==> src/hdl/ooo_pkg.sv <==
package ooo_pkg;

    localparam int XLEN      = 32;
    localparam int ARCH_REGS = 32;
    localparam int PHYS_REGS = 64;   // default, overridden from the top
    localparam int ROB_DEPTH = 16;
    localparam int RS_DEPTH  = 4;

    typedef logic [5:0] tag_t;       // tag 0 is hardwired zero
    typedef logic [3:0] rob_idx_t;
    typedef logic [4:0] areg_t;

    typedef enum logic [2:0] {
        OP_ADD,
        OP_SUB,
        OP_AND,
        OP_OR,
        OP_XOR,
        OP_MUL
    } op_e;

    localparam logic [6:0] OPC_RTYPE     = 7'b0110011;
    localparam logic [6:0] OPC_ITYPE     = 7'b0010011;
    localparam logic [6:0] FUNCT7_MULDIV = 7'b0000001;

    // one instruction word, seen as R or I format
    typedef union packed {
        struct packed {
            logic [6:0] funct7;
            areg_t      rs2;
            areg_t      rs1;
            logic [2:0] funct3;
            areg_t      rd;
            logic [6:0] opcode;
        } r;
        struct packed {
            logic [11:0] imm;
            areg_t       rs1;
            logic [2:0]  funct3;
            areg_t       rd;
            logic [6:0]  opcode;
        } i;
    } instr_u;

endpackage

==> src/hdl/ooo_if.sv <==
// one result bus per execution unit
interface result_if;
    import ooo_pkg::*;

    logic            valid;   // single-cycle pulse
    tag_t            tag;
    rob_idx_t        rob;
    logic [XLEN-1:0] value;

    modport producer (output valid, tag, rob, value);
    modport consumer (input valid, tag, rob, value);
endinterface

interface dispatch_if;
    import ooo_pkg::*;

    logic            valid;
    op_e             op;
    tag_t            src1;
    tag_t            src2;
    logic            rdy1;
    logic            rdy2;
    logic [XLEN-1:0] imm;
    logic            use_imm;
    tag_t            dst;
    rob_idx_t        rob;
    logic            full;

    modport source (output valid, op, src1, src2, rdy1, rdy2, imm, use_imm, dst, rob,
                    input full);
    modport sink (input valid, op, src1, src2, rdy1, rdy2, imm, use_imm, dst, rob,
                  output full);
endinterface

==> src/hdl/reservation_station.sv <==
module reservation_station #(
    parameter int RS_DEPTH = ooo_pkg::RS_DEPTH
) (
    input  logic                       clk,
    input  logic                       arst_n,
    dispatch_if.sink                   disp,
    result_if.consumer                 bus0,
    result_if.consumer                 bus1,
    output ooo_pkg::tag_t              rd_tag [2],
    input  logic [ooo_pkg::XLEN-1:0]   rd_data [2],
    input  logic                       unit_ready,
    output logic                       issue_valid,
    output ooo_pkg::op_e               issue_op,
    output logic [ooo_pkg::XLEN-1:0]   issue_a,
    output logic [ooo_pkg::XLEN-1:0]   issue_b,
    output ooo_pkg::tag_t              issue_dst,
    output ooo_pkg::rob_idx_t          issue_rob
);
    import ooo_pkg::*;

    localparam int AW = $clog2(RS_DEPTH) + 1;

    logic [RS_DEPTH-1:0] vld, rdy1, rdy2, use_imm;
    op_e                 op [RS_DEPTH];
    tag_t                src1 [RS_DEPTH];
    tag_t                src2 [RS_DEPTH];
    tag_t                dst [RS_DEPTH];
    logic [XLEN-1:0]     imm [RS_DEPTH];
    rob_idx_t            rob [RS_DEPTH];
    logic [AW-1:0]       age [RS_DEPTH];   // higher is older
    logic [AW-1:0]       best;
    logic                found, has_free;
    int                  sel, free_idx;

    always_comb begin
        found    = 1'b0;
        sel      = 0;
        best     = '0;
        has_free = 1'b0;
        free_idx = 0;
        for (int i = 0; i < RS_DEPTH; i++) begin
            if (vld[i] && rdy1[i] && rdy2[i] && (!found || age[i] > best)) begin
                found = 1'b1;
                sel   = i;
                best  = age[i];
            end
        end
        for (int i = RS_DEPTH - 1; i >= 0; i--) begin
            if (!vld[i]) begin
                has_free = 1'b1;
                free_idx = i;
            end
        end
    end

    assign disp.full   = !has_free;
    assign issue_valid = found && unit_ready;
    assign issue_op    = op[sel];
    assign issue_dst   = dst[sel];
    assign issue_rob   = rob[sel];
    assign rd_tag[0]   = src1[sel];
    assign rd_tag[1]   = src2[sel];
    assign issue_a     = rd_data[0];
    assign issue_b     = use_imm[sel] ? imm[sel] : rd_data[1];   // ADDI

    always_ff @(posedge clk or negedge arst_n) begin
        if (!arst_n) begin
            vld  <= '0;
            rdy1 <= '0;
            rdy2 <= '0;
            for (int i = 0; i < RS_DEPTH; i++) begin
                age[i] <= '0;
            end
        end else begin
            for (int i = 0; i < RS_DEPTH; i++) begin
                if ((bus0.valid && bus0.tag == src1[i]) || (bus1.valid && bus1.tag == src1[i]))
                    rdy1[i] <= 1'b1;
                if ((bus0.valid && bus0.tag == src2[i]) || (bus1.valid && bus1.tag == src2[i]))
                    rdy2[i] <= 1'b1;
                // age is the number of younger entries still held
                if (vld[i] && disp.valid && !(issue_valid && age[i] > best)) begin
                    age[i] <= age[i] + 1'b1;
                end else if (vld[i] && !disp.valid && issue_valid && age[i] > best) begin
                    age[i] <= age[i] - 1'b1;
                end
            end
            if (issue_valid) begin
                vld[sel] <= 1'b0;
            end
            if (disp.valid) begin
                vld[free_idx]  <= 1'b1;
                rdy1[free_idx] <= disp.rdy1;
                rdy2[free_idx] <= disp.rdy2;
                age[free_idx]  <= '0;
            end
        end
    end

    always_ff @(posedge clk) begin
        if (disp.valid) begin
            op[free_idx]      <= disp.op;
            src1[free_idx]    <= disp.src1;
            src2[free_idx]    <= disp.src2;
            dst[free_idx]     <= disp.dst;
            imm[free_idx]     <= disp.imm;
            use_imm[free_idx] <= disp.use_imm;
            rob[free_idx]     <= disp.rob;
        end
    end

endmodule

==> src/flat_wrapper.sv <==
// flat-port wrapper written by rule: the top's interface ports become plain ports
module reservation_station_flat import ooo_pkg::*;
#(
    parameter int RS_DEPTH = ooo_pkg::RS_DEPTH
)
  (clk, arst_n, rd_tag, rd_data, unit_ready, issue_valid, issue_op, issue_a, issue_b, issue_dst, issue_rob, disp_valid, disp_op, disp_src1, disp_src2, disp_rdy1, disp_rdy2, disp_imm, disp_use_imm, disp_dst, disp_rob, disp_full, bus0_valid, bus0_tag, bus0_rob, bus0_value, bus1_valid, bus1_tag, bus1_rob, bus1_value);
  dispatch_if disp_i ();
  result_if bus0_i ();
  result_if bus1_i ();
  input  logic clk;
  input  logic arst_n;
  output ooo_pkg::tag_t rd_tag[2];
  input  logic [ooo_pkg::XLEN-1:0] rd_data[2];
  input  logic unit_ready;
  output logic issue_valid;
  output ooo_pkg::op_e issue_op;
  output logic [ooo_pkg::XLEN-1:0] issue_a;
  output logic [ooo_pkg::XLEN-1:0] issue_b;
  output ooo_pkg::tag_t issue_dst;
  output ooo_pkg::rob_idx_t issue_rob;
  input wire logic [$bits(disp_i.valid)-1:0] disp_valid;
  input wire logic [$bits(disp_i.op)-1:0] disp_op;
  input wire logic [$bits(disp_i.src1)-1:0] disp_src1;
  input wire logic [$bits(disp_i.src2)-1:0] disp_src2;
  input wire logic [$bits(disp_i.rdy1)-1:0] disp_rdy1;
  input wire logic [$bits(disp_i.rdy2)-1:0] disp_rdy2;
  input wire logic [$bits(disp_i.imm)-1:0] disp_imm;
  input wire logic [$bits(disp_i.use_imm)-1:0] disp_use_imm;
  input wire logic [$bits(disp_i.dst)-1:0] disp_dst;
  input wire logic [$bits(disp_i.rob)-1:0] disp_rob;
  output wire logic [$bits(disp_i.full)-1:0] disp_full;
  input wire logic [$bits(bus0_i.valid)-1:0] bus0_valid;
  input wire logic [$bits(bus0_i.tag)-1:0] bus0_tag;
  input wire logic [$bits(bus0_i.rob)-1:0] bus0_rob;
  input wire logic [$bits(bus0_i.value)-1:0] bus0_value;
  input wire logic [$bits(bus1_i.valid)-1:0] bus1_valid;
  input wire logic [$bits(bus1_i.tag)-1:0] bus1_tag;
  input wire logic [$bits(bus1_i.rob)-1:0] bus1_rob;
  input wire logic [$bits(bus1_i.value)-1:0] bus1_value;
  assign disp_i.valid = disp_valid;
  assign disp_i.op = disp_op;
  assign disp_i.src1 = disp_src1;
  assign disp_i.src2 = disp_src2;
  assign disp_i.rdy1 = disp_rdy1;
  assign disp_i.rdy2 = disp_rdy2;
  assign disp_i.imm = disp_imm;
  assign disp_i.use_imm = disp_use_imm;
  assign disp_i.dst = disp_dst;
  assign disp_i.rob = disp_rob;
  assign disp_full = disp_i.full;
  assign bus0_i.valid = bus0_valid;
  assign bus0_i.tag = bus0_tag;
  assign bus0_i.rob = bus0_rob;
  assign bus0_i.value = bus0_value;
  assign bus1_i.valid = bus1_valid;
  assign bus1_i.tag = bus1_tag;
  assign bus1_i.rob = bus1_rob;
  assign bus1_i.value = bus1_value;
  reservation_station #(.RS_DEPTH(RS_DEPTH)) u_core (.clk(clk), .arst_n(arst_n), .disp(disp_i), .bus0(bus0_i), .bus1(bus1_i), .rd_tag(rd_tag), .rd_data(rd_data), .unit_ready(unit_ready), .issue_valid(issue_valid), .issue_op(issue_op), .issue_a(issue_a), .issue_b(issue_b), .issue_dst(issue_dst), .issue_rob(issue_rob));
endmodule
==> config.mk <==
export PLATFORM = sky130hd
export DESIGN_NAME = reservation_station_flat
export DESIGN_NICKNAME = d
export VERILOG_FILES = /design/src/hdl/ooo_pkg.sv /design/src/hdl/ooo_if.sv /design/src/hdl/reservation_station.sv /design/src/flat_wrapper.sv
export SDC_FILE = /design/constraint.sdc
export NUM_CORES = 1
export LEC_CHECK = 0
export BUFFER_PORTS_ARGS = -buffer_cell sky130_fd_sc_hd__clkbuf_2
export CORE_ASPECT_RATIO = 1.1
export CORE_MARGIN = 3
export CORE_UTILIZATION = 50
export CTS_CLUSTER_SIZE = 28
export DETAILED_ROUTE_END_ITERATION = 6
export GPL_ROUTABILITY_DRIVEN = 0
export PLACE_DENSITY = 0.82
export SYNTH_ARGS = -nofsm -noshare
export SYNTH_HDL_FRONTEND = slang
export SYNTH_SLANG_ARGS = --single-unit
==> constraint.sdc <==
create_clock -name clk -period 9.3 [get_ports clk]
set_clock_uncertainty 0.1 [all_clocks]
set_input_delay 1.86 -clock clk [delete_from_list [all_inputs] [get_ports clk]]
set_output_delay 1.86 -clock clk [all_outputs]
set_load 0.02 [all_outputs]
# Word level (Yosys, flattened, before mapping)
# Memories as Yosys holds them, arrays and structs flattened.
# Index checks and enable logic that the tools add are counted.
dict set report word_totals {
  reg_bits 28
  latchBits 0
  ramBits 228
  romBits 0
  input_bits 214
  out_inout_bits 91
  elab_cells 187
  memories 6
}
dict set report classes {
  n_addsub 8
  multipliers 0
  div 0
  n_lt_le_gt_ge 13
  eq_ne 16
  shifts 0
  muxes 55
  bitwise 6
  n_reduce_logical 75
}
# memory words width read_ports rd_ports_with_merged_regs write_ports line_no
set mem_list {}
lappend mem_list {u_core.imm 4 32 1 0 1 reservation_station.sv:28} ;# logic [XLEN-1:0] imm [RS_DEPTH];
lappend mem_list {u_core.dst 4 6 1 0 1 reservation_station.sv:27} ;# tag_t dst [RS_DEPTH];
lappend mem_list {u_core.src1 4 6 5 0 1 reservation_station.sv:25} ;# tag_t src1 [RS_DEPTH];
lappend mem_list {u_core.src2 4 6 5 0 1 reservation_station.sv:26} ;# tag_t src2 [RS_DEPTH];
lappend mem_list {u_core.rob 4 4 1 0 1 reservation_station.sv:29} ;# rob_idx_t rob [RS_DEPTH];
lappend mem_list {u_core.op 4 3 1 0 1 reservation_station.sv:24} ;# op_e op [RS_DEPTH];
# op n
set ops {}
lappend ops {{$eq 6x6->1} 16}
lappend ops {{$logic_and 1x1->1} 55}
lappend ops {{$mux 3} 13}
lappend ops {{$ge 32x3->1 const B} 1}
lappend ops {{$lt 32x1->1 const B} 1}
lappend ops {{$mux 32} 1}
lappend ops {{$not 2->32} 1}
lappend ops {{$mux 1} 23}
lappend ops {{$gt 3x3->1} 7}
lappend ops {{$mux 4} 4}
lappend ops {{$add 3x1->3 const B} 4}
lappend ops {{$and 12x12->12} 1}
lappend ops {{$bwmux 4} 3}
lappend ops {{$mux 12} 1}
lappend ops {{$mux 2} 6}
lappend ops {{$not 12->12} 1}
lappend ops {{$sub 3x1->3 const B} 4}
lappend ops {{$logic_or 1x1->1} 11}
lappend ops {{$logic_not 1->1} 9}
lappend ops {{$demux 3 s2} 1}
lappend ops {{$lt 2x3->1 const B} 2}
lappend ops {{$and 4x4->4} 1}
lappend ops {{$demux 1 s2} 2}
lappend ops {{$ge 2x1->1 const B} 2}
lappend ops {{other kinds (3)} 3}

# Logic depth before layout (Yosys ltp)
dict set report logic_depth {
  ltp_word 24
  mapped_depth 32
  depth_no_buf 27
}

# Worst setup path after synthesis
# Ideal clock, no wire load.
dict set report synth_path {
  path_kind {flip-flop to output port}
  from {register u_core.rdy1[0]}
  to {output issue_b[30] (netlist name)}
  t_arrival_ps 5076
  t_required_ps 7340
  slack_ps 2264
  stages_incl_launch_ff 25
  path_buffers 4
  cell_sequence {dfrtp_1 -> and3_1 -> buf_6 -> nand2_1 -> ha_1 -> and3b_1 -> o21ai_2 -> a21oi_2 -> clkbuf_1 -> a21oi_1 -> ha_1 -> and3b_1 -> o21ai_1 -> a21boi_1 -> clkbuf_1 -> a211o_1 -> o21ai_0 -> ha_1 -> and3_1 -> a21oi_1 -> o21ai_1 -> nand3b_1 -> clkbuf_1 -> o22ai_1 -> mux2_4}
}
dict set report synth_between {
  elab_chain_cells 19
  elab_cells_between_ends 28
  classes_between {order compare (3); mux (13); reduce/logical (11); memory (1)}
}
# element line_no
set synth_rtl {}
lappend synth_rtl {{from (decl)} reservation_station.sv:23} ;# logic [RS_DEPTH-1:0] vld, rdy1, rdy2, use_imm;
lappend synth_rtl {{from (signal, indexed assignment)} reservation_station.sv:92} ;# rdy1[free_idx] <= disp.rdy1;
lappend synth_rtl {{$logic_and 1x1->1 * (2 in a row)} reservation_station.sv:42} ;# if (vld[i] && rdy1[i] && rdy2[i] && (!found || age[i] > best)) begin
lappend synth_rtl {{$mux 3 / $mux 1 (equally long branches)} reservation_station.sv:42}
lappend synth_rtl {{$gt 3x3->1 / $logic_not 1->1 (equally long branches)} reservation_station.sv:42}
lappend synth_rtl {{$logic_or 1x1->1} reservation_station.sv:42}
lappend synth_rtl {{$logic_and 1x1->1} reservation_station.sv:42}
lappend synth_rtl {{$mux 3 / $mux 1 (equally long branches)} reservation_station.sv:42}
lappend synth_rtl {{$gt 3x3->1 / $logic_not 1->1 (equally long branches)} reservation_station.sv:42}
lappend synth_rtl {{$logic_or 1x1->1} reservation_station.sv:42}
lappend synth_rtl {{$logic_and 1x1->1} reservation_station.sv:42}
lappend synth_rtl {{$mux 3 / $mux 1 (equally long branches)} reservation_station.sv:42}
lappend synth_rtl {{$gt 3x3->1 / $logic_not 1->1 (equally long branches)} reservation_station.sv:42}
lappend synth_rtl {{$logic_or 1x1->1} reservation_station.sv:42}
lappend synth_rtl {{$logic_and 1x1->1} reservation_station.sv:42}
lappend synth_rtl {{$mux 2 *} reservation_station.sv:42}
lappend synth_rtl {{$bmux 1 s2} reservation_station.sv:64} ;# assign issue_b = use_imm[sel] ? imm[sel] : rd_data[1];
lappend synth_rtl {{$mux 1 (implied by the code) (2 in a row)} reservation_station.sv:64}
lappend synth_rtl {{$mux 32 *} reservation_station.sv:64}
lappend synth_rtl {{to (decl)} flat_wrapper.sv:18} ;# output logic [ooo_pkg::XLEN-1:0] issue_b;
# Mark *: on every way between the ends. The rest lies on a longest branch, timed or not. The select of a mux whose other input is x is not followed.

# Final worst setup path
dict set report layout_path {
  from {register u_core.rdy1[0]}
  to {output issue_dst[5]}
}
dict set report layout_between {
  elab_chain_cells 16
  elab_cells_between_ends 24
  classes_between {order compare (3); mux (9); reduce/logical (11); memory (1)}
}
# element line_no
set layout_rtl {}
lappend layout_rtl {{$logic_and 1x1->1 * (2 in a row)} reservation_station.sv:42}
lappend layout_rtl {{$mux 3 / $mux 1 (equally long branches)} reservation_station.sv:42}
lappend layout_rtl {{$gt 3x3->1 / $logic_not 1->1 (equally long branches)} reservation_station.sv:42}
lappend layout_rtl {{$logic_or 1x1->1} reservation_station.sv:42}
lappend layout_rtl {{$logic_and 1x1->1} reservation_station.sv:42}
lappend layout_rtl {{$mux 3 / $mux 1 (equally long branches)} reservation_station.sv:42}
lappend layout_rtl {{$gt 3x3->1 / $logic_not 1->1 (equally long branches)} reservation_station.sv:42}
lappend layout_rtl {{$logic_or 1x1->1} reservation_station.sv:42}
lappend layout_rtl {{$logic_and 1x1->1} reservation_station.sv:42}
lappend layout_rtl {{$mux 3 / $mux 1 (equally long branches)} reservation_station.sv:42}
lappend layout_rtl {{$gt 3x3->1 / $logic_not 1->1 (equally long branches)} reservation_station.sv:42}
lappend layout_rtl {{$logic_or 1x1->1} reservation_station.sv:42}
lappend layout_rtl {{$logic_and 1x1->1} reservation_station.sv:42}
lappend layout_rtl {{$mux 2 *} reservation_station.sv:42}
lappend layout_rtl {{$mem_v2 4x6 *} --}
lappend layout_rtl {{to (decl)} flat_wrapper.sv:19} ;# output ooo_pkg::tag_t issue_dst;
# Mark *: on every way between the ends. The rest lies on a longest branch, timed or not.

==> results.yml <==
synth:
  synth-edff-count: 232
  async_flop_share: 0.0938
  ys_ff_latch: 256
  yosysSeqAreaShare: 0.588
  yosys_most_used_dff: "edfxtp_1"
  syn_nets: 1271
  syn_area_per_cell_sq_um: 12.5
  yosys_warnings: 0
  syn_area_sq_um: 12900
  syn_inst: 1028
  synth.distinct_cells: 59
die:
  die_area_sq_um: 27700
  start_util: 0.517
  row_count: 60
  die_h_microns: 174
  io_pins: 305
  die_x_microns: 159
  core-area_sq_um: 24900
routing:
  first_pass_iters: 7
  via_per_inst: 6.02
  vias: 9033
  postRouteAntennaNets: 0
  drt_wl_total_microns: 32100
  wire_per_inst_microns: 21.4
  drt_iter0_markers: 963
  drc_errors: 1
timing:
  slew_viol_final: 0
  hold_ws_ns: 0.420
  worst_pin_slew_ns: 1.06
  fin_crit_ns: 9.00
  finalWorstSetupSlack_ns: 0.298
  finalSetupTns_ns: 0
  clock.fmax_mhz: 111
  setup_viol: 0
  rsz0062_at_grt: "no"
  finalCritPeriodShare: 0.968
  relSlewSlack: 0.288
  hold_viol_final: 0
setup_path:
  worstPathMaxFanout: 19
  worst_ep_required_time_ns: 7.34
  cp_slowest_cell: "nor2_1"
  cp.arrival_ns: 7.04
  slowest_delay_ns: 0.87
  critPathLaunchType: "flip-flop"
  path_cells: "and3_1 > nand2_1 > ha_1 > and3b_1 > o21ai_2 > a21oi_4 > buf_4 > a21oi_1 > ha_1 > and3b_1 > o21ai_2 > a21boi_2 > a211o_1 > o21ai_0 > ha_1 > a21oi_1 > a21oi_1 > o21ai_1 > nand2_1 > nor2_1 > a221o_1 > clkbuf_2"
  crit_path_end_kind: "primary output"
  path_class: "reg2out"
  cp_top_family: "compound AO/OA/AOI/OAI gates"
  path_buf_inv: 2
status:
  status: "complete, but fails checks"
  violations: "DRC"
global_routing:
  antenna_found_initial: 0
  track_usage: 0.222
  grt_pass1_vias: 9160
  overflow: 0
  grt_pass1_wl_microns: 49600
  grt_max_degree: 60
hold_path:
  hold_class: "reg2reg"
cts:
  root_buffer: "clkbuf_16"
  clock_latency_ns: 0.53
  holdBufCountCts: 0
  cts_tree: "yes"
  cts-buffers-inserted: 25
  cts_buffer_depth: 3
  clkTransAtPathRegs_ns: 0.06
  htree_levels: 1
  cts_sinks: 256
cells_and_area:
  num_antenna_cells: 0
  nets: 1384
  final_core_util: 0.586
  synthToLayoutAreaGrowth_pct: 13.4
  layout-drive-gt1-share: 0.244
placement:
  dp_hpwl_microns: 20200
  dp_slack_ns: 0.856
  io_buffers: 168
job:
  max-cap-violations: 0
area by class of cell:
type	count	area (sq um)
inverter	34	128
clock buffer	33	696
clock inverter	12	123
multi-input combinational	637	4650
timing repair buffer	187	1010
fill	1963	10300
sequential	256	7570
tap	341	427
cells by family after synthesis:
family	count (synthesis)	share of synthesized area
flops	256	0.588
buf+inv	136	0.0545
xor+xnor	100	0.0680
mux	42	0.0447
simple gates	226	0.0817
fa+ha+maj	29	0.0282
compound gates	239	0.135
metal layers:
layer  vias up  routed length [microns]  part of all wire  global-route usage
met4         0                     1340             0.042               0.103
met1      4402                    12000              0.37               0.278
li1       4054                        -                 -                   -
met3       106                     2780             0.087              0.0379
met5         -                        0                 0                   0
met2       471                    16000              0.50               0.379
worst register-to-register path: stages, from the launching register on:
cell and delay (ns):
dfrtp_1 0.40, and3_1 0.40, nand2_1 0.14, ha_1 0.34
and3b_1 0.19, o21ai_2 0.09, a21oi_4 0.50, buf_4 0.38
a21oi_1 0.13, ha_1 0.31, and3b_1 0.20, o21ai_2 0.08
a21boi_2 0.55, a211oi_1 0.16, a21o_1 0.20, ha_1 0.30
and3_1 0.16, a21oi_1 0.38, o21a_4 0.43, buf_12 0.31
nor2_1 0.09, a22oi_1 0.40, ha_1 0.32, and3_1 0.19
a211oi_2 0.45, and3b_1 0.26, o21ai_2 0.07, mux2i_1 0.13
path summary, 6_finish.rpt:
| path | startpoint | end | slack [ns] | cells past startpoint |
|---|---|---|---|---|
| max in group asynchronous | arst_n | u_core.vld[2] | 7.39 | 1 |
| min | u_core.age[0] | u_core.age[0] | 0.42 | 1 |
| min in group asynchronous | arst_n | u_core.age[10] | 1.27 | 1 |
| min reg2reg | u_core.age[0] | u_core.age[0] | 0.42 | 1 |
| max reg2reg | u_core.rdy1[0] | u_core.age[5] | 1.53 | 27 |
| max | u_core.rdy1[0] | issue_dst[5] | 0.30 | 22 |
placed cells by master (no fill, tap or decap), drive strengths merged, types with 2 or more instances in the layout:
cell type,netlist,routed
ha,29,29
nand3,15,15
a21oi,60,60
o2bb2ai,17,17
a211oi,22,22
dfrtp,24,24
xor2,51,51
inv,34,35
o21ai,30,30
bufinv,0,2
clkinvlp,0,3
nor4,16,16
xnor2,49,49
a32oi,16,16
a221o,16,16
a311oi,15,15
a21o,4,4
clkinv,0,6
o221a,2,3
nor3,9,9
nand2b,2,2
nor2b,4,4
mux2i,8,8
buf,63,19
o22ai,16,16
clkbuf,39,201
mux2,34,34
nand3b,2,2
nand4,16,16
o21a,3,3
edfxtp,232,232
nand2,77,77
nor2,67,67
and3b,5,5
a22oi,11,11
and3,10,10
a21boi,19,19
registers in the layout, summed over array words and instances, names as in the netlist:
name            cells
u_core.src2        24
u_core.rob         16
u_core.rdy2         4
u_core.use_imm      4
u_core.vld          4
u_core.age         12
u_core.rdy1         4
u_core.imm        128
u_core.op          12
u_core.src1        24
u_core.dst         24
repair_timing:
item / in CTS / in global routing
resized for setup: 0 / 3
setup endpoints to repair: 0 / 22
buffers inserted: 0 / 2
cell usage after synthesis, drive strengths merged, types with 2 or more instances:
master / count / share of area
dfrtp: 24 / 0.047
a311oi: 15 / 0.010
edfxtp: 232 / 0.54
mux2: 34 / 0.038
o22ai: 16 / 0.0078
inv: 34 / 0.0099
a221o: 16 / 0.012
a21oi: 60 / 0.024
o2bb2ai: 17 / 0.012
nand2: 77 / 0.022
nor2: 67 / 0.020
a21o: 4 / 0.0023
xor2: 51 / 0.035
a22oi: 11 / 0.0064
nor2b: 4 / 0.0019
nand2b: 2 / 0.00097
clkbuf: 39 / 0.011
nand3: 15 / 0.0058
and3: 10 / 0.0052
nand3b: 2 / 0.0012
nand4: 16 / 0.0078
a32oi: 16 / 0.011
o21a: 3 / 0.0017
and3b: 5 / 0.0034
a21boi: 19 / 0.011
xnor2: 49 / 0.033
ha: 29 / 0.028
buf: 63 / 0.033
nor4: 16 / 0.0078
mux2i: 8 / 0.0062
o21ai: 30 / 0.013
nor3: 9 / 0.0039
o221a: 2 / 0.0024
a211oi: 22 / 0.015
metrics by stage:
step,instance area (sq um),instances
after floorplan,12900,1028
after global placement,13700,1452
after detailed placement,13700,1452
after CTS,14500,1497
after global routing,14600,1500
final,14600,1500
Power is not shown: default switching activity piles up to over one toggle a cycle in this logic, so the estimate is an artifact.
