$ cat config.mk
export PLATFORM = sky130hd
export DESIGN_NAME = rename_unit_flat
export DESIGN_NICKNAME = d
export VERILOG_FILES = /design/src/hdl/ooo_pkg.sv /design/src/hdl/ooo_if.sv /design/src/hdl/rename_unit.sv /design/src/flat_wrapper.sv
export SDC_FILE = /design/constraint.sdc
export NUM_CORES = 1
export LEC_CHECK = 0
export ABC_AREA = 0
export BUFFER_PORTS_ARGS = -buffer_cell sky130_fd_sc_hd__clkbuf_2
export CAP_MARGIN = 20
export CORE_ASPECT_RATIO = 0.75
export CORE_MARGIN = 4
export CORE_UTILIZATION = 45
export CTS_BUF_LIST = sky130_fd_sc_hd__clkbuf_4 sky130_fd_sc_hd__clkbuf_8 sky130_fd_sc_hd__clkbuf_16
export CTS_CLUSTER_DIAMETER = 100
export CTS_CLUSTER_SIZE = 40
export DETAILED_ROUTE_END_ITERATION = 16
export MAX_ROUTING_LAYER = met4
export PLACE_DENSITY = 0.6
export SYNTH_ARGS = -nofsm -noshare
export SYNTH_HDL_FRONTEND = slang
export SYNTH_SLANG_ARGS = --single-unit
export TNS_END_PERCENT = 10
$ cat constraint.sdc
create_clock -name clk -period 4.1 [get_ports clk]
set_clock_uncertainty 0.2 [all_clocks]
set_input_delay 0.205 -clock clk [delete_from_list [all_inputs] [get_ports clk]]
set_output_delay 0.205 -clock clk [all_outputs]
set_load 0.02 [all_outputs]
$ cat src/hdl/ooo_pkg.sv
package ooo_pkg;

    localparam int XLEN      = 32;
    localparam int ARCH_REGS = 32;
    localparam int PHYS_REGS = 64;   // default, overridden from the top
    localparam int ROB_DEPTH = 16;
    localparam int RS_DEPTH  = 4;

    typedef logic [5:0] tag_t;       // tag 0 is hardwired zero
    typedef logic [3:0] rob_idx_t;
    typedef logic [4:0] areg_t;

    typedef enum logic [2:0] {
        OP_ADD,
        OP_SUB,
        OP_AND,
        OP_OR,
        OP_XOR,
        OP_MUL
    } op_e;

    localparam logic [6:0] OPC_RTYPE     = 7'b0110011;
    localparam logic [6:0] OPC_ITYPE     = 7'b0010011;
    localparam logic [6:0] FUNCT7_MULDIV = 7'b0000001;

    // one instruction word, seen as R or I format
    typedef union packed {
        struct packed {
            logic [6:0] funct7;
            areg_t      rs2;
            areg_t      rs1;
            logic [2:0] funct3;
            areg_t      rd;
            logic [6:0] opcode;
        } r;
        struct packed {
            logic [11:0] imm;
            areg_t       rs1;
            logic [2:0]  funct3;
            areg_t       rd;
            logic [6:0]  opcode;
        } i;
    } instr_u;

endpackage

$ cat src/hdl/ooo_if.sv


interface dispatch_if;
    import ooo_pkg::*;

    logic            valid;
    op_e             op;
    tag_t            src1;
    tag_t            src2;
    logic            rdy1;
    logic            rdy2;
    logic [XLEN-1:0] imm;
    logic            use_imm;
    tag_t            dst;
    rob_idx_t        rob;
    logic            full;

    modport source (output valid, op, src1, src2, rdy1, rdy2, imm, use_imm, dst, rob,
                    input full);
    modport sink (input valid, op, src1, src2, rdy1, rdy2, imm, use_imm, dst, rob,
                  output full);
endinterface

$ cat src/hdl/rename_unit.sv
module rename_unit #(
    parameter int PHYS_REGS = ooo_pkg::PHYS_REGS
) (
    input  logic                 clk,
    input  logic                 arst_n,
    input  logic                 instr_req,
    input  logic [31:0]          instr,
    output logic                 instr_ack,
    dispatch_if.source           alu_disp,
    dispatch_if.source           mul_disp,
    output logic                 rob_alloc,
    output ooo_pkg::areg_t       rob_alloc_rd,
    output ooo_pkg::tag_t        rob_alloc_old,
    input  ooo_pkg::rob_idx_t    rob_tail,
    input  logic                 rob_full,
    input  logic                 free_valid,
    input  ooo_pkg::tag_t        free_tag,
    output ooo_pkg::tag_t        lookup1,
    output ooo_pkg::tag_t        lookup2,
    input  logic                 rdy1,
    input  logic                 rdy2,
    output logic                 alloc_valid,
    output ooo_pkg::tag_t        alloc_tag
);
    import ooo_pkg::*;

    localparam int FW = $clog2(PHYS_REGS);
    localparam logic [FW:0] FREE_INIT = (FW + 1)'(PHYS_REGS - ARCH_REGS);

    instr_u          iw;
    op_e             op;
    areg_t           rd;
    logic            is_mul, use_imm, need_tag, target_full, accept;
    logic [XLEN-1:0] imm;
    tag_t            dst;
    tag_t            rat [ARCH_REGS];
    tag_t            fl [PHYS_REGS];     // free list ring
    logic [FW-1:0]   fl_head, fl_tail;
    logic [FW:0]     fl_count;

    assign iw      = instr;
    assign rd      = iw.r.rd;
    assign use_imm = iw.i.opcode == OPC_ITYPE;
    assign is_mul  = iw.r.opcode == OPC_RTYPE && iw.r.funct7 == FUNCT7_MULDIV;
    assign imm     = {{(XLEN - 12){iw.i.imm[11]}}, iw.i.imm};

    always_comb begin
        case (iw.r.funct3)
            3'b100:  op = OP_XOR;
            3'b110:  op = OP_OR;
            3'b111:  op = OP_AND;
            default: op = (!use_imm && iw.r.funct7[5]) ? OP_SUB : OP_ADD;
        endcase
        if (is_mul) begin
            op = OP_MUL;
        end
    end

    assign need_tag    = rd != '0;   // x0 never takes a tag
    assign dst         = need_tag ? fl[fl_head] : '0;
    assign lookup1     = rat[iw.i.rs1];
    assign lookup2     = use_imm ? '0 : rat[iw.r.rs2];
    assign target_full = is_mul ? mul_disp.full : alu_disp.full;
    assign accept      = instr_req && !instr_ack && !rob_full && !target_full &&
                         (!need_tag || fl_count != '0);

    assign rob_alloc     = accept;
    assign rob_alloc_rd  = rd;
    assign rob_alloc_old = rat[rd];
    assign alloc_valid   = accept && need_tag;
    assign alloc_tag     = dst;

    assign alu_disp.valid   = accept && !is_mul;
    assign alu_disp.op      = op;
    assign alu_disp.src1    = lookup1;
    assign alu_disp.src2    = lookup2;
    assign alu_disp.rdy1    = rdy1;
    assign alu_disp.rdy2    = rdy2;
    assign alu_disp.imm     = imm;
    assign alu_disp.use_imm = use_imm;
    assign alu_disp.dst     = dst;
    assign alu_disp.rob     = rob_tail;

    assign mul_disp.valid   = accept && is_mul;
    assign mul_disp.op      = op;
    assign mul_disp.src1    = lookup1;
    assign mul_disp.src2    = lookup2;
    assign mul_disp.rdy1    = rdy1;
    assign mul_disp.rdy2    = rdy2;
    assign mul_disp.imm     = imm;
    assign mul_disp.use_imm = use_imm;
    assign mul_disp.dst     = dst;
    assign mul_disp.rob     = rob_tail;

    always_ff @(posedge clk or negedge arst_n) begin
        if (!arst_n) begin
            instr_ack <= 1'b0;
            fl_head   <= '0;
            fl_tail   <= FREE_INIT[FW-1:0];
            fl_count  <= FREE_INIT;
            for (int i = 0; i < ARCH_REGS; i++) begin
                rat[i] <= tag_t'(i);   // identity map
            end
            for (int i = 0; i < PHYS_REGS; i++) begin
                fl[i] <= tag_t'(ARCH_REGS + i);
            end
        end else begin
            if (accept) begin
                instr_ack <= 1'b1;
            end else if (!instr_req) begin
                instr_ack <= 1'b0;   // four-phase return
            end
            if (alloc_valid) begin
                rat[rd] <= dst;
                fl_head <= fl_head + 1'b1;
            end
            if (free_valid) begin
                fl[fl_tail] <= free_tag;
                fl_tail     <= fl_tail + 1'b1;
            end
            case ({free_valid, alloc_valid})
                2'b10:   fl_count <= fl_count + 1'b1;
                2'b01:   fl_count <= fl_count - 1'b1;
                default: ;
            endcase
        end
    end

endmodule

$ cat src/flat_wrapper.sv
// flat-port wrapper written by rule: the top's interface ports become plain ports
module rename_unit_flat import ooo_pkg::*;
#(
    parameter int PHYS_REGS = ooo_pkg::PHYS_REGS
)
  (clk, arst_n, instr_req, instr, instr_ack, rob_alloc, rob_alloc_rd, rob_alloc_old, rob_tail, rob_full, free_valid, free_tag, lookup1, lookup2, rdy1, rdy2, alloc_valid, alloc_tag, alu_disp_valid, alu_disp_op, alu_disp_src1, alu_disp_src2, alu_disp_rdy1, alu_disp_rdy2, alu_disp_imm, alu_disp_use_imm, alu_disp_dst, alu_disp_rob, alu_disp_full, mul_disp_valid, mul_disp_op, mul_disp_src1, mul_disp_src2, mul_disp_rdy1, mul_disp_rdy2, mul_disp_imm, mul_disp_use_imm, mul_disp_dst, mul_disp_rob, mul_disp_full);
  dispatch_if alu_disp_i ();
  dispatch_if mul_disp_i ();
  input  logic clk;
  input  logic arst_n;
  input  logic instr_req;
  input  logic [31:0] instr;
  output logic instr_ack;
  output logic rob_alloc;
  output ooo_pkg::areg_t rob_alloc_rd;
  output ooo_pkg::tag_t rob_alloc_old;
  input  ooo_pkg::rob_idx_t rob_tail;
  input  logic rob_full;
  input  logic free_valid;
  input  ooo_pkg::tag_t free_tag;
  output ooo_pkg::tag_t lookup1;
  output ooo_pkg::tag_t lookup2;
  input  logic rdy1;
  input  logic rdy2;
  output logic alloc_valid;
  output ooo_pkg::tag_t alloc_tag;
  output wire logic [$bits(alu_disp_i.valid)-1:0] alu_disp_valid;
  output wire logic [$bits(alu_disp_i.op)-1:0] alu_disp_op;
  output wire logic [$bits(alu_disp_i.src1)-1:0] alu_disp_src1;
  output wire logic [$bits(alu_disp_i.src2)-1:0] alu_disp_src2;
  output wire logic [$bits(alu_disp_i.rdy1)-1:0] alu_disp_rdy1;
  output wire logic [$bits(alu_disp_i.rdy2)-1:0] alu_disp_rdy2;
  output wire logic [$bits(alu_disp_i.imm)-1:0] alu_disp_imm;
  output wire logic [$bits(alu_disp_i.use_imm)-1:0] alu_disp_use_imm;
  output wire logic [$bits(alu_disp_i.dst)-1:0] alu_disp_dst;
  output wire logic [$bits(alu_disp_i.rob)-1:0] alu_disp_rob;
  input wire logic [$bits(alu_disp_i.full)-1:0] alu_disp_full;
  output wire logic [$bits(mul_disp_i.valid)-1:0] mul_disp_valid;
  output wire logic [$bits(mul_disp_i.op)-1:0] mul_disp_op;
  output wire logic [$bits(mul_disp_i.src1)-1:0] mul_disp_src1;
  output wire logic [$bits(mul_disp_i.src2)-1:0] mul_disp_src2;
  output wire logic [$bits(mul_disp_i.rdy1)-1:0] mul_disp_rdy1;
  output wire logic [$bits(mul_disp_i.rdy2)-1:0] mul_disp_rdy2;
  output wire logic [$bits(mul_disp_i.imm)-1:0] mul_disp_imm;
  output wire logic [$bits(mul_disp_i.use_imm)-1:0] mul_disp_use_imm;
  output wire logic [$bits(mul_disp_i.dst)-1:0] mul_disp_dst;
  output wire logic [$bits(mul_disp_i.rob)-1:0] mul_disp_rob;
  input wire logic [$bits(mul_disp_i.full)-1:0] mul_disp_full;
  assign alu_disp_valid = alu_disp_i.valid;
  assign alu_disp_op = alu_disp_i.op;
  assign alu_disp_src1 = alu_disp_i.src1;
  assign alu_disp_src2 = alu_disp_i.src2;
  assign alu_disp_rdy1 = alu_disp_i.rdy1;
  assign alu_disp_rdy2 = alu_disp_i.rdy2;
  assign alu_disp_imm = alu_disp_i.imm;
  assign alu_disp_use_imm = alu_disp_i.use_imm;
  assign alu_disp_dst = alu_disp_i.dst;
  assign alu_disp_rob = alu_disp_i.rob;
  assign alu_disp_i.full = alu_disp_full;
  assign mul_disp_valid = mul_disp_i.valid;
  assign mul_disp_op = mul_disp_i.op;
  assign mul_disp_src1 = mul_disp_i.src1;
  assign mul_disp_src2 = mul_disp_i.src2;
  assign mul_disp_rdy1 = mul_disp_i.rdy1;
  assign mul_disp_rdy2 = mul_disp_i.rdy2;
  assign mul_disp_imm = mul_disp_i.imm;
  assign mul_disp_use_imm = mul_disp_i.use_imm;
  assign mul_disp_dst = mul_disp_i.dst;
  assign mul_disp_rob = mul_disp_i.rob;
  assign mul_disp_i.full = mul_disp_full;
  rename_unit #(.PHYS_REGS(PHYS_REGS)) u_core (.clk(clk), .arst_n(arst_n), .instr_req(instr_req), .instr(instr), .instr_ack(instr_ack), .alu_disp(alu_disp_i), .mul_disp(mul_disp_i), .rob_alloc(rob_alloc), .rob_alloc_rd(rob_alloc_rd), .rob_alloc_old(rob_alloc_old), .rob_tail(rob_tail), .rob_full(rob_full), .free_valid(free_valid), .free_tag(free_tag), .lookup1(lookup1), .lookup2(lookup2), .rdy1(rdy1), .rdy2(rdy2), .alloc_valid(alloc_valid), .alloc_tag(alloc_tag));
endmodule
---- Word level (Yosys, flattened, before mapping) ----
Cells that the tools add are included.
operators by class
  add/subtract/negate cells ............... 4
  magnitude comparators ................... 7
  eq/ne operators ......................... 9
  multiplexer cells ....................... 27
  bitwise logic cells ..................... 5
  reductions and logical operators ........ 21
operator list
  operator                                                               number
  384-bit bitwise mux                                                    1
  192-bit bitwise mux                                                    1
  6-bit binary-select mux with 5-bit select                              3
  6-bit two-way mux                                                      12
  6-bit binary-select mux with 6-bit select                              1
  6-bit demux with 6-bit select                                          1
  6-bit demux with 5-bit select                                          1
  6-bit greater-or-equal comparator, second input constant               3
  5-bit NOT with 6-bit output                                            3
  7-bit greater-or-equal comparator, second input constant               2
  6-bit NOT with 7-bit output                                            2
  7-bit one-hot mux with 2 select lines                                  1
  6-bit by 1-bit adder with 6-bit output, second input constant          2
  1-bit logical AND                                                      11
  3-bit equality test, second input constant                             3
  3-bit one-hot mux with 3 select lines                                  1
  7-bit by 1-bit adder with 7-bit output, second input constant          1
  7-bit by 1-bit equality test with 1-bit output, second input constant  1
  7-bit by 5-bit equality test with 1-bit output, second input constant  1
  7-bit by 6-bit equality test with 1-bit output, second input constant  1
  7-bit by 1-bit < comparator with 1-bit output, second input constant   1
  7-bit nonzero test                                                     1
  7-bit by 1-bit subtractor with 7-bit output, second input constant     1
  1-bit zero test                                                        6
  other kinds (9)                                                        12
word-level totals
  register bits ........................... 596

---- Depth between registers and ports, before layout ----
Gate-level depths: netlist of run 1.
  depth after elaboration ................. 9
  mapped depth ............................ 16
  mapped depth without buffers ............ 13

---- Least setup slack after synthesis of run 1 ----
OpenSTA, ideal clock, no wires.
  path type ............................... input -> register
  start ................................... input port instr[26]
  end ..................................... register u_core.fl_count[6]
  arrival time ............................ 3.912 ns
  data required time ...................... 3.766 ns
  slack ................................... -0.145 ns
  stages .................................. 15
  cell sequence ........................... nor4b_1 nand4b_1 mux2_4 buf_6 nor3_2 ha_1 clkbuf_1 xor2_1 ha_1 or3b_2 a21boi_0 o21ai_0 a21oi_1 o311ai_0 xnor2_1
on the way
  longest elaborated chain between the ends .. 9
RTL lines
  element                                                                                line                source
  start: declaration                                                                     flat_wrapper.sv:12  input logic [31:0] instr;
  7-bit by 1-bit equality test with 1-bit output (*)                                     rename_unit.sv:44   assign is_mul = iw.r.opcode == OPC_RTYPE && iw.r.funct7 == FUNCT7_MULDIV;
  1-bit logical AND (*)                                                                  rename_unit.sv:44
  1-bit two-way mux (*)                                                                  rename_unit.sv:63   assign target_full = is_mul ? mul_disp.full : alu_disp.full;
  1-bit zero test (*)                                                                    rename_unit.sv:64   assign accept = instr_req && !instr_ack && !rob_full && !target_full &&
  1-bit logical AND (*) (2 in series)                                                    rename_unit.sv:64
  1-bit logical AND (*)                                                                  rename_unit.sv:70   assign alloc_valid = accept && need_tag;
  via alloc_valid                                                                        flat_wrapper.sv:25  output logic alloc_valid;
  2-bit by 1-bit equality test with 1-bit output or 2-bit equality test (tied branches)  rename_unit.sv:121  case ({free_valid, alloc_valid})
  7-bit one-hot mux with 2 select lines or 2-bit nonzero test (tied branches)            n/a
  end signal: assignment                                                                 rename_unit.sv:122  2'b10: fl_count <= fl_count + 1'b1;
  end signal: assignment                                                                 rename_unit.sv:123  2'b01: fl_count <= fl_count - 1'b1;
  end: declaration                                                                       rename_unit.sv:39   logic [FW:0] fl_count;
Mark *: on every way through the listed nets, which the timed path passes. The rest lies on a longest branch.
A chain may end at the register's enable or synchronous reset.

---- Worst setup path after layout of run 1 ----
  start ................................... register u_core.fl_head[1]
  end ..................................... output port alloc_tag[5]
on the way
  longest elaborated chain between the ends .. 5
RTL lines
  element                                                line                source
  start: declaration                                     rename_unit.sv:38   logic [FW-1:0] fl_head, fl_tail;
  start signal: assignment                               rename_unit.sv:115  fl_head <= fl_head + 1'b1;
  6-bit NOT with 7-bit output (implied by the code)      rename_unit.sv:60   assign dst = need_tag ? fl[fl_head] : '0;
  6-bit binary-select mux with 6-bit select              rename_unit.sv:60
  6-bit two-way mux (implied by the code) (2 in series)  rename_unit.sv:60
  6-bit two-way mux                                      rename_unit.sv:60
  end: declaration                                       flat_wrapper.sv:26  output ooo_pkg::tag_t alloc_tag;
Every way passes these cells. The select of a mux whose other input is x is not followed.

==> impl_metrics.tcl, run 1 <==
set metrics [dict create \
    status "finished clean" \
    synth_edf_count 0 \
    async_flop_share_pct 100 \
    tns_ps 0 \
    crit_type "reg2out" \
    drc_errors 0 \
    finalCritPeriodShare_pct 98.9 \
    cellPowerDensity_nw_per_um2 592 \
    seqCellArea_um2 15300 \
    wl_per_cell_um 26.0 \
    grt_start_max_net_pins 154 \
    synth_top_area_share_pct 24.8 \
    numPlacedInstances 3286 \
    core_area_um2 71700 \
    syn_nets 2426 \
    grt_pass1_vias 20000 \
    clk_path_buf_depth 3 \
    layout-drive-gt1-share_pct 59.6 \
    synth_common_cells "416 x mux2_2, 322 x dfrtp_1, 274 x dfstp_2" \
    hold_violations 0 \
    synth-seq-cells 596 \
    vdd_ir_drop_max_mv 0.433 \
    post-place-ws_ps 423 \
    die_h_um 241 \
    period_minus_slack_ps 4060 \
    gp_congestion 0.881 \
    dr.pass1.iters 5 \
    io_pins 205 \
    cts-root-buf "clkbuf_16" \
    clock_sinks 596 \
    drt-initial-drc-count 1953 \
    relSlewSlack_pct 37.2 \
    die_area_um2 76800 \
    htreeDepth 1 \
    cp_max_fo 26 \
    post-synth-top-area-cell "dfrtp_1" \
    seq_area_frac_synth_pct 46.9 \
    post-dp-hpwl_um 59900 \
    viasPerCell 6.05 \
    clkLatencyLatePin_ps 600 \
    nets 2415 \
    grtUsageTotal_pct 22.7 \
    cts_tree "done" \
    yosysWarningCount 0 \
    start_util_pct 45.4 \
    netlist_area_um2 32600 \
    fin_cells 3330 \
    gr-total-overflow 0 \
    yosysMostFrequentCell "mux2_2" \
    ys_types 65 \
    cap_violations 0 \
    synthToLayoutAreaGrowth_pct 5.31 \
    synth_ff_type "dfrtp_1" \
    cp.required_ps 3690 \
    grt_pass1_wl_um 130000 \
    synth_area_leaders "dfrtp_1 25%, dfstp_2 22%, mux4_2 15%" \
    slew_viol_final 0 \
    drtAntennaViolNets 0 \
    syn_inst 2369 \
    cts_buffers 21 \
    rsz0062_at_grt "true" \
    worstMarginPinSlew_ps 941 \
    max_freq_mhz 247 \
    wl_um 86500 \
    antenna_found_initial 1 \
    cp-end-kind "output pin" \
    hold_class "in2async" \
    worstSetupStartpointType "flip-flop" \
    crit_arrival_ps 3650 \
    chipWidth_um 319 \
    leakage_nw 14.2 \
    num_rows 85 \
    setup_viol 0 \
    multi_input_area_um2 15200 \
    portBuffers 186 \
    setup_ws_ps 44.4 \
    clk_pin_slew_ps 150 \
    synth.avg_cell_area_um2 13.7 \
    fillers 6247 \
    via_count 20100 \
]
## state kept, by name, indices dropped and copies added (netlist names)
signal	flops
u_core.rat	192
u_core.fl_tail	6
u_core.fl_head	6
u_core.instr_ack	1
u_core.fl_count	7
u_core.fl	384
## logic make-up (layout without fill, tap and decap cells)
group,after synthesis,after routing,share of synthesized area (%)
adders and majority gates,6,6,0.231
other,0,1,0
DFF,596,596,46.9
muxes,718,718,32.8
xor gates and xnor gates,18,18,0.484
buffers and inverters,333,336,6.58
and+or+nand+nor,395,395,6.06
AOI/OAI and AO/OA,303,303,7.02
## worst max-delay path: stages, from the launching register on
cell	delay, ps
dfrtp_4	690
or3b_2	760
o221ai_1	560
a21oi_1	110
a221o_1	360
o21a_2	200
inv_2	150
clkbuf_2	200
## layout make-up
| type | count | share of cell area [%] |
|---|---|---|
| well taps | 957 | 3.49 |
| flip-flops and latches | 596 | 44.5 |
| inverters | 11 | 0.120 |
| clock buffers | 27 | 1.68 |
| clock inverters | 10 | 0.401 |
| repair buffers | 288 | 5.42 |
| diodes | 1 | 0.00730 |
| multi-input cells | 1440 | 44.3 |
## repair_timing
item | CTS | global route
endpoints found under the hold margin | 91 | 0
pin swaps | 0 | 0
gates resized for setup | 2 | 2
buffers inserted | 0 | 1
hold buffers | 5 | 0
setup endpoints to repair | 6 | 12
cloned | 0 | 0
## report_power, final
part / switching [mW] / leakage (nW) / internal (mW)
combinational: 4.51 / 6.64 / 3.62
clock: 1.94 / 0.355 / 1.09
sequential: 1.18 / 7.16 / 7.95
## metal layers
layer | global-route usage, % | vias to the layer above | routed length [um] | part of all wire, %
met5 | - | - | 0 | 0
met4 | 3.28 | 0 | 1240 | 1.4
met3 | 4.56 | 67 | 6940 | 8.0
met2 | 30.8 | 649 | 36500 | 42
met1 | 35.7 | 10800 | 41800 | 48
li1 | - | 8640 | - | -
## path summary, 6_finish.rpt
| path | endpoint | slack, ps | from | depth (start not counted) |
|---|---|---|---|---|
| min | u_core.rat[102] | 9 | arst_n | 2 |
| max in group asynchronous | u_core.rat[37] | 2410 | arst_n | 3 |
| min reg2reg | u_core.rat[186] | 230 | u_core.rat[186] | 0 |
| max | alloc_tag[5] | 40 | u_core.fl_head[1] | 7 |
| min in group clk | u_core.fl_head[2] | 50 | mul_disp_full | 6 |
| max reg2reg | u_core.fl_count[6] | 620 | u_core.fl_count[4] | 13 |
## placed cells by master, fill, tap and decap left out, drive strengths merged, types with 5 or more instances in the layout
cell type / synthesis / layout
a22oi: 30 / 30
mux2i: 68 / 68
a221o: 6 / 6
nand2: 62 / 62
nor2: 225 / 225
nor2b: 6 / 6
xnor2: 10 / 10
mux2: 417 / 417
nand3: 8 / 8
nor4: 28 / 28
nand4: 10 / 10
o21ai: 26 / 26
a211oi: 18 / 18
a21o: 7 / 7
nand3b: 7 / 7
dlygate4sd3: 0 / 5
ha: 6 / 6
nor3: 7 / 7
a22o: 6 / 6
dfstp: 274 / 274
o21a: 6 / 6
xor2: 8 / 8
o22ai: 12 / 12
mux4: 233 / 233
a221oi: 7 / 7
a21oi: 166 / 166
and3: 5 / 5
or3b: 6 / 6
nor3b: 6 / 6
dfrtp: 322 / 322
clkbuf: 93 / 209
buf: 227 / 101
o221ai: 13 / 13
inv: 11 / 18
and2: 6 / 6
## per-stage QoR
step | area [um2] | power (mW) | utilization, % | hold slack (ps)
finish | 34300 | 20.3 | 47.8 | 9.28
global route | 34300 | 21.4 | 47.8 | 35.9
detailed placement | 33500 | 17.3 | 46.7 | 44.2
floorplan | 32600 | 15.6 | - | -291
global placement | 33500 | 17.0 | 46.7 | 48.8
CTS | 34200 | 20.4 | 47.8 | 9.60
Power figures use the tool's default switching activity.
==> run 2: changes to the inputs <==
--- a/config.mk
+++ b/config.mk
@@ -8,7 +8,6 @@
 export ABC_AREA = 0
 export BUFFER_PORTS_ARGS = -buffer_cell sky130_fd_sc_hd__clkbuf_2
 export CAP_MARGIN = 20
-export CORE_ASPECT_RATIO = 0.75
 export CORE_MARGIN = 4
 export CORE_UTILIZATION = 45
 export CTS_BUF_LIST = sky130_fd_sc_hd__clkbuf_4 sky130_fd_sc_hd__clkbuf_8 sky130_fd_sc_hd__clkbuf_16
==> impl_metrics.tcl, run 2 (synthesis gave the netlist of run 1 again) <==
set metrics [dict create \
    status "finished clean" \
    viasPerCell 6.03 \
    start_util_pct 45.5 \
    clk_pin_slew_ps 140 \
    stdcell_area_um2 34700 \
    layout_common_cells "416 x mux2_2, 320 x dfrtp_1, 274 x dfstp_2" \
    vdd_ir_drop_max_mv 0.563 \
    layout_commonest_cell "mux2_2" \
    cap_violations 0 \
    largest_reg_flops 384 \
    die_area_um2 76700 \
    drc_errors 0 \
    antenna_found_initial 2 \
    wl_per_cell_um 26.4 \
    setup_ws_ps 105 \
    crit_arrival_ps 3590 \
    grt_start_max_net_pins 111 \
    io_pins 205 \
    htreeDepth 1 \
    relSlewSlack_pct 27.9 \
    cts-root-buf "clkbuf_16" \
    cp_max_fo 28 \
    grtUsageTotal_pct 23.3 \
    reg.largest.list "u_core.fl: 384 flops, u_core.rat: 192 flops, u_core.fl_count: 7 flops" \
    finalCritPeriodShare_pct 97.4 \
    via_count 20200 \
    post-dp-hpwl_um 60700 \
    drtAntennaViolNets 0 \
    grt_pass1_wl_um 135000 \
    place_area_um2 33500 \
    slew_viol_final 0 \
    grt_pass1_vias 20600 \
    synthToLayoutAreaGrowth_pct 6.46 \
    fillers 6309 \
    period_minus_slack_ps 4000 \
    clock_sinks 596 \
    die_h_um 277 \
    dr.pass1.iters 5 \
    setup_viol 0 \
    worstSetupStartpointType "flip-flop" \
    core_area_um2 71600 \
    regMostFlops "u_core.fl" \
    cts_tree "done" \
    rsz0062_at_grt "true" \
    cts_buffers 26 \
    chipWidth_um 277 \
    clkLatencyLatePin_ps 630 \
    gp_congestion 0.896 \
    hold_violations 0 \
    post-place-ws_ps 350 \
    hold_class "in2async" \
    cellPowerDensity_nw_per_um2 612 \
    portBuffers 186 \
    crit_type "reg2out" \
    drt-initial-drc-count 1575 \
    num_rows 98 \
    total_power_mw 21.2 \
    wl_um 88200 \
    nets 2433 \
    worstMarginPinSlew_ps 1080 \
    cp-end-kind "output pin" \
    leakage_nw 14.4 \
    gr-total-overflow 0 \
    layout-drive-gt1-share_pct 59.8 \
    cp.required_ps 3690 \
    max_freq_mhz 250 \
    clk_path_buf_depth 3 \
]
run 2: critical path, cell delays in order, from the launching register on:
cell and delay (ps):
dfrtp_4 750, nand3b_1 640, o22ai_1 420, a211oi_2 120
a221o_1 390, o21a_2 180, inv_1 240, clkbuf_2 230
run 2: path summary, 6_finish.rpt:
kind	startpoint	end	slack (ps)	cells past startpoint
worst max register to register	u_core.fl_head[0]	u_core.rat[85]	720	9
worst max-delay path	u_core.fl_head[1]	alloc_tag[3]	100	7
worst min-delay path	arst_n	u_core.rat[118]	0.1	2
min in group clk	mul_disp_full	u_core.fl_head[0]	30	5
max in group asynchronous	arst_n	u_core.rat[83]	2540	3
worst min register to register	u_core.rat[188]	u_core.rat[188]	230	0
run 2: layout make-up:
cell class                      instances  area (um2)  area share (%)
Sequential cell                       596       15300            44.0
Antenna cell                            1        2.50         0.00722
Multi-Input combinational cell       1440       15200            43.8
Timing Repair Buffer                  301        1950            5.64
Tap cell                              950        1190            3.43
Clock inverter                         18         312           0.899
Clock buffer                           30         704            2.03
Inverter                               11        41.3           0.119
run 2: stage by stage:
stage	hold WS, ps	utilization, %	TNS (ps)	std cells
6_report	0.127	48.4	0	3347
5_1_grt	29.5	48.4	-1.74	3347
4_1_cts	0.426	48.3	0	3338
3_5_place_dp	84.1	46.8	0	3283
3_3_place_gp	74.2	46.8	0	3283
2_1_floorplan	-291	-	0	2369
run 2: timing repair:
action	CTS	global route
buffers inserted	0	8
hold buffers	7	0
resized for setup	0	2
endpoints found under the hold margin	174	0
endpoints found under the setup margin	0	9
run 2: power breakdown:
part | internal (mW) | total [mW] | switching, mW | leakage, nW
clock | 1.41 | 3.63 | 2.22 | 0.487
combinational | 3.65 | 8.47 | 4.82 | 6.70
sequential | 7.95 | 9.10 | 1.15 | 7.16
total | 13.0 | 21.2 | 8.19 | 14.4
run 2: routing by layer:
layer	track usage (%)	wire length (um)	vias to the layer above	share of wire, %
met3	3.34	5160	119	5.9
met1	30.6	37000	10700	42
met2	38.4	43600	697	49
li1	-	-	8689	-
met5	-	0	-	0
met4	5.88	2560	0	2.9
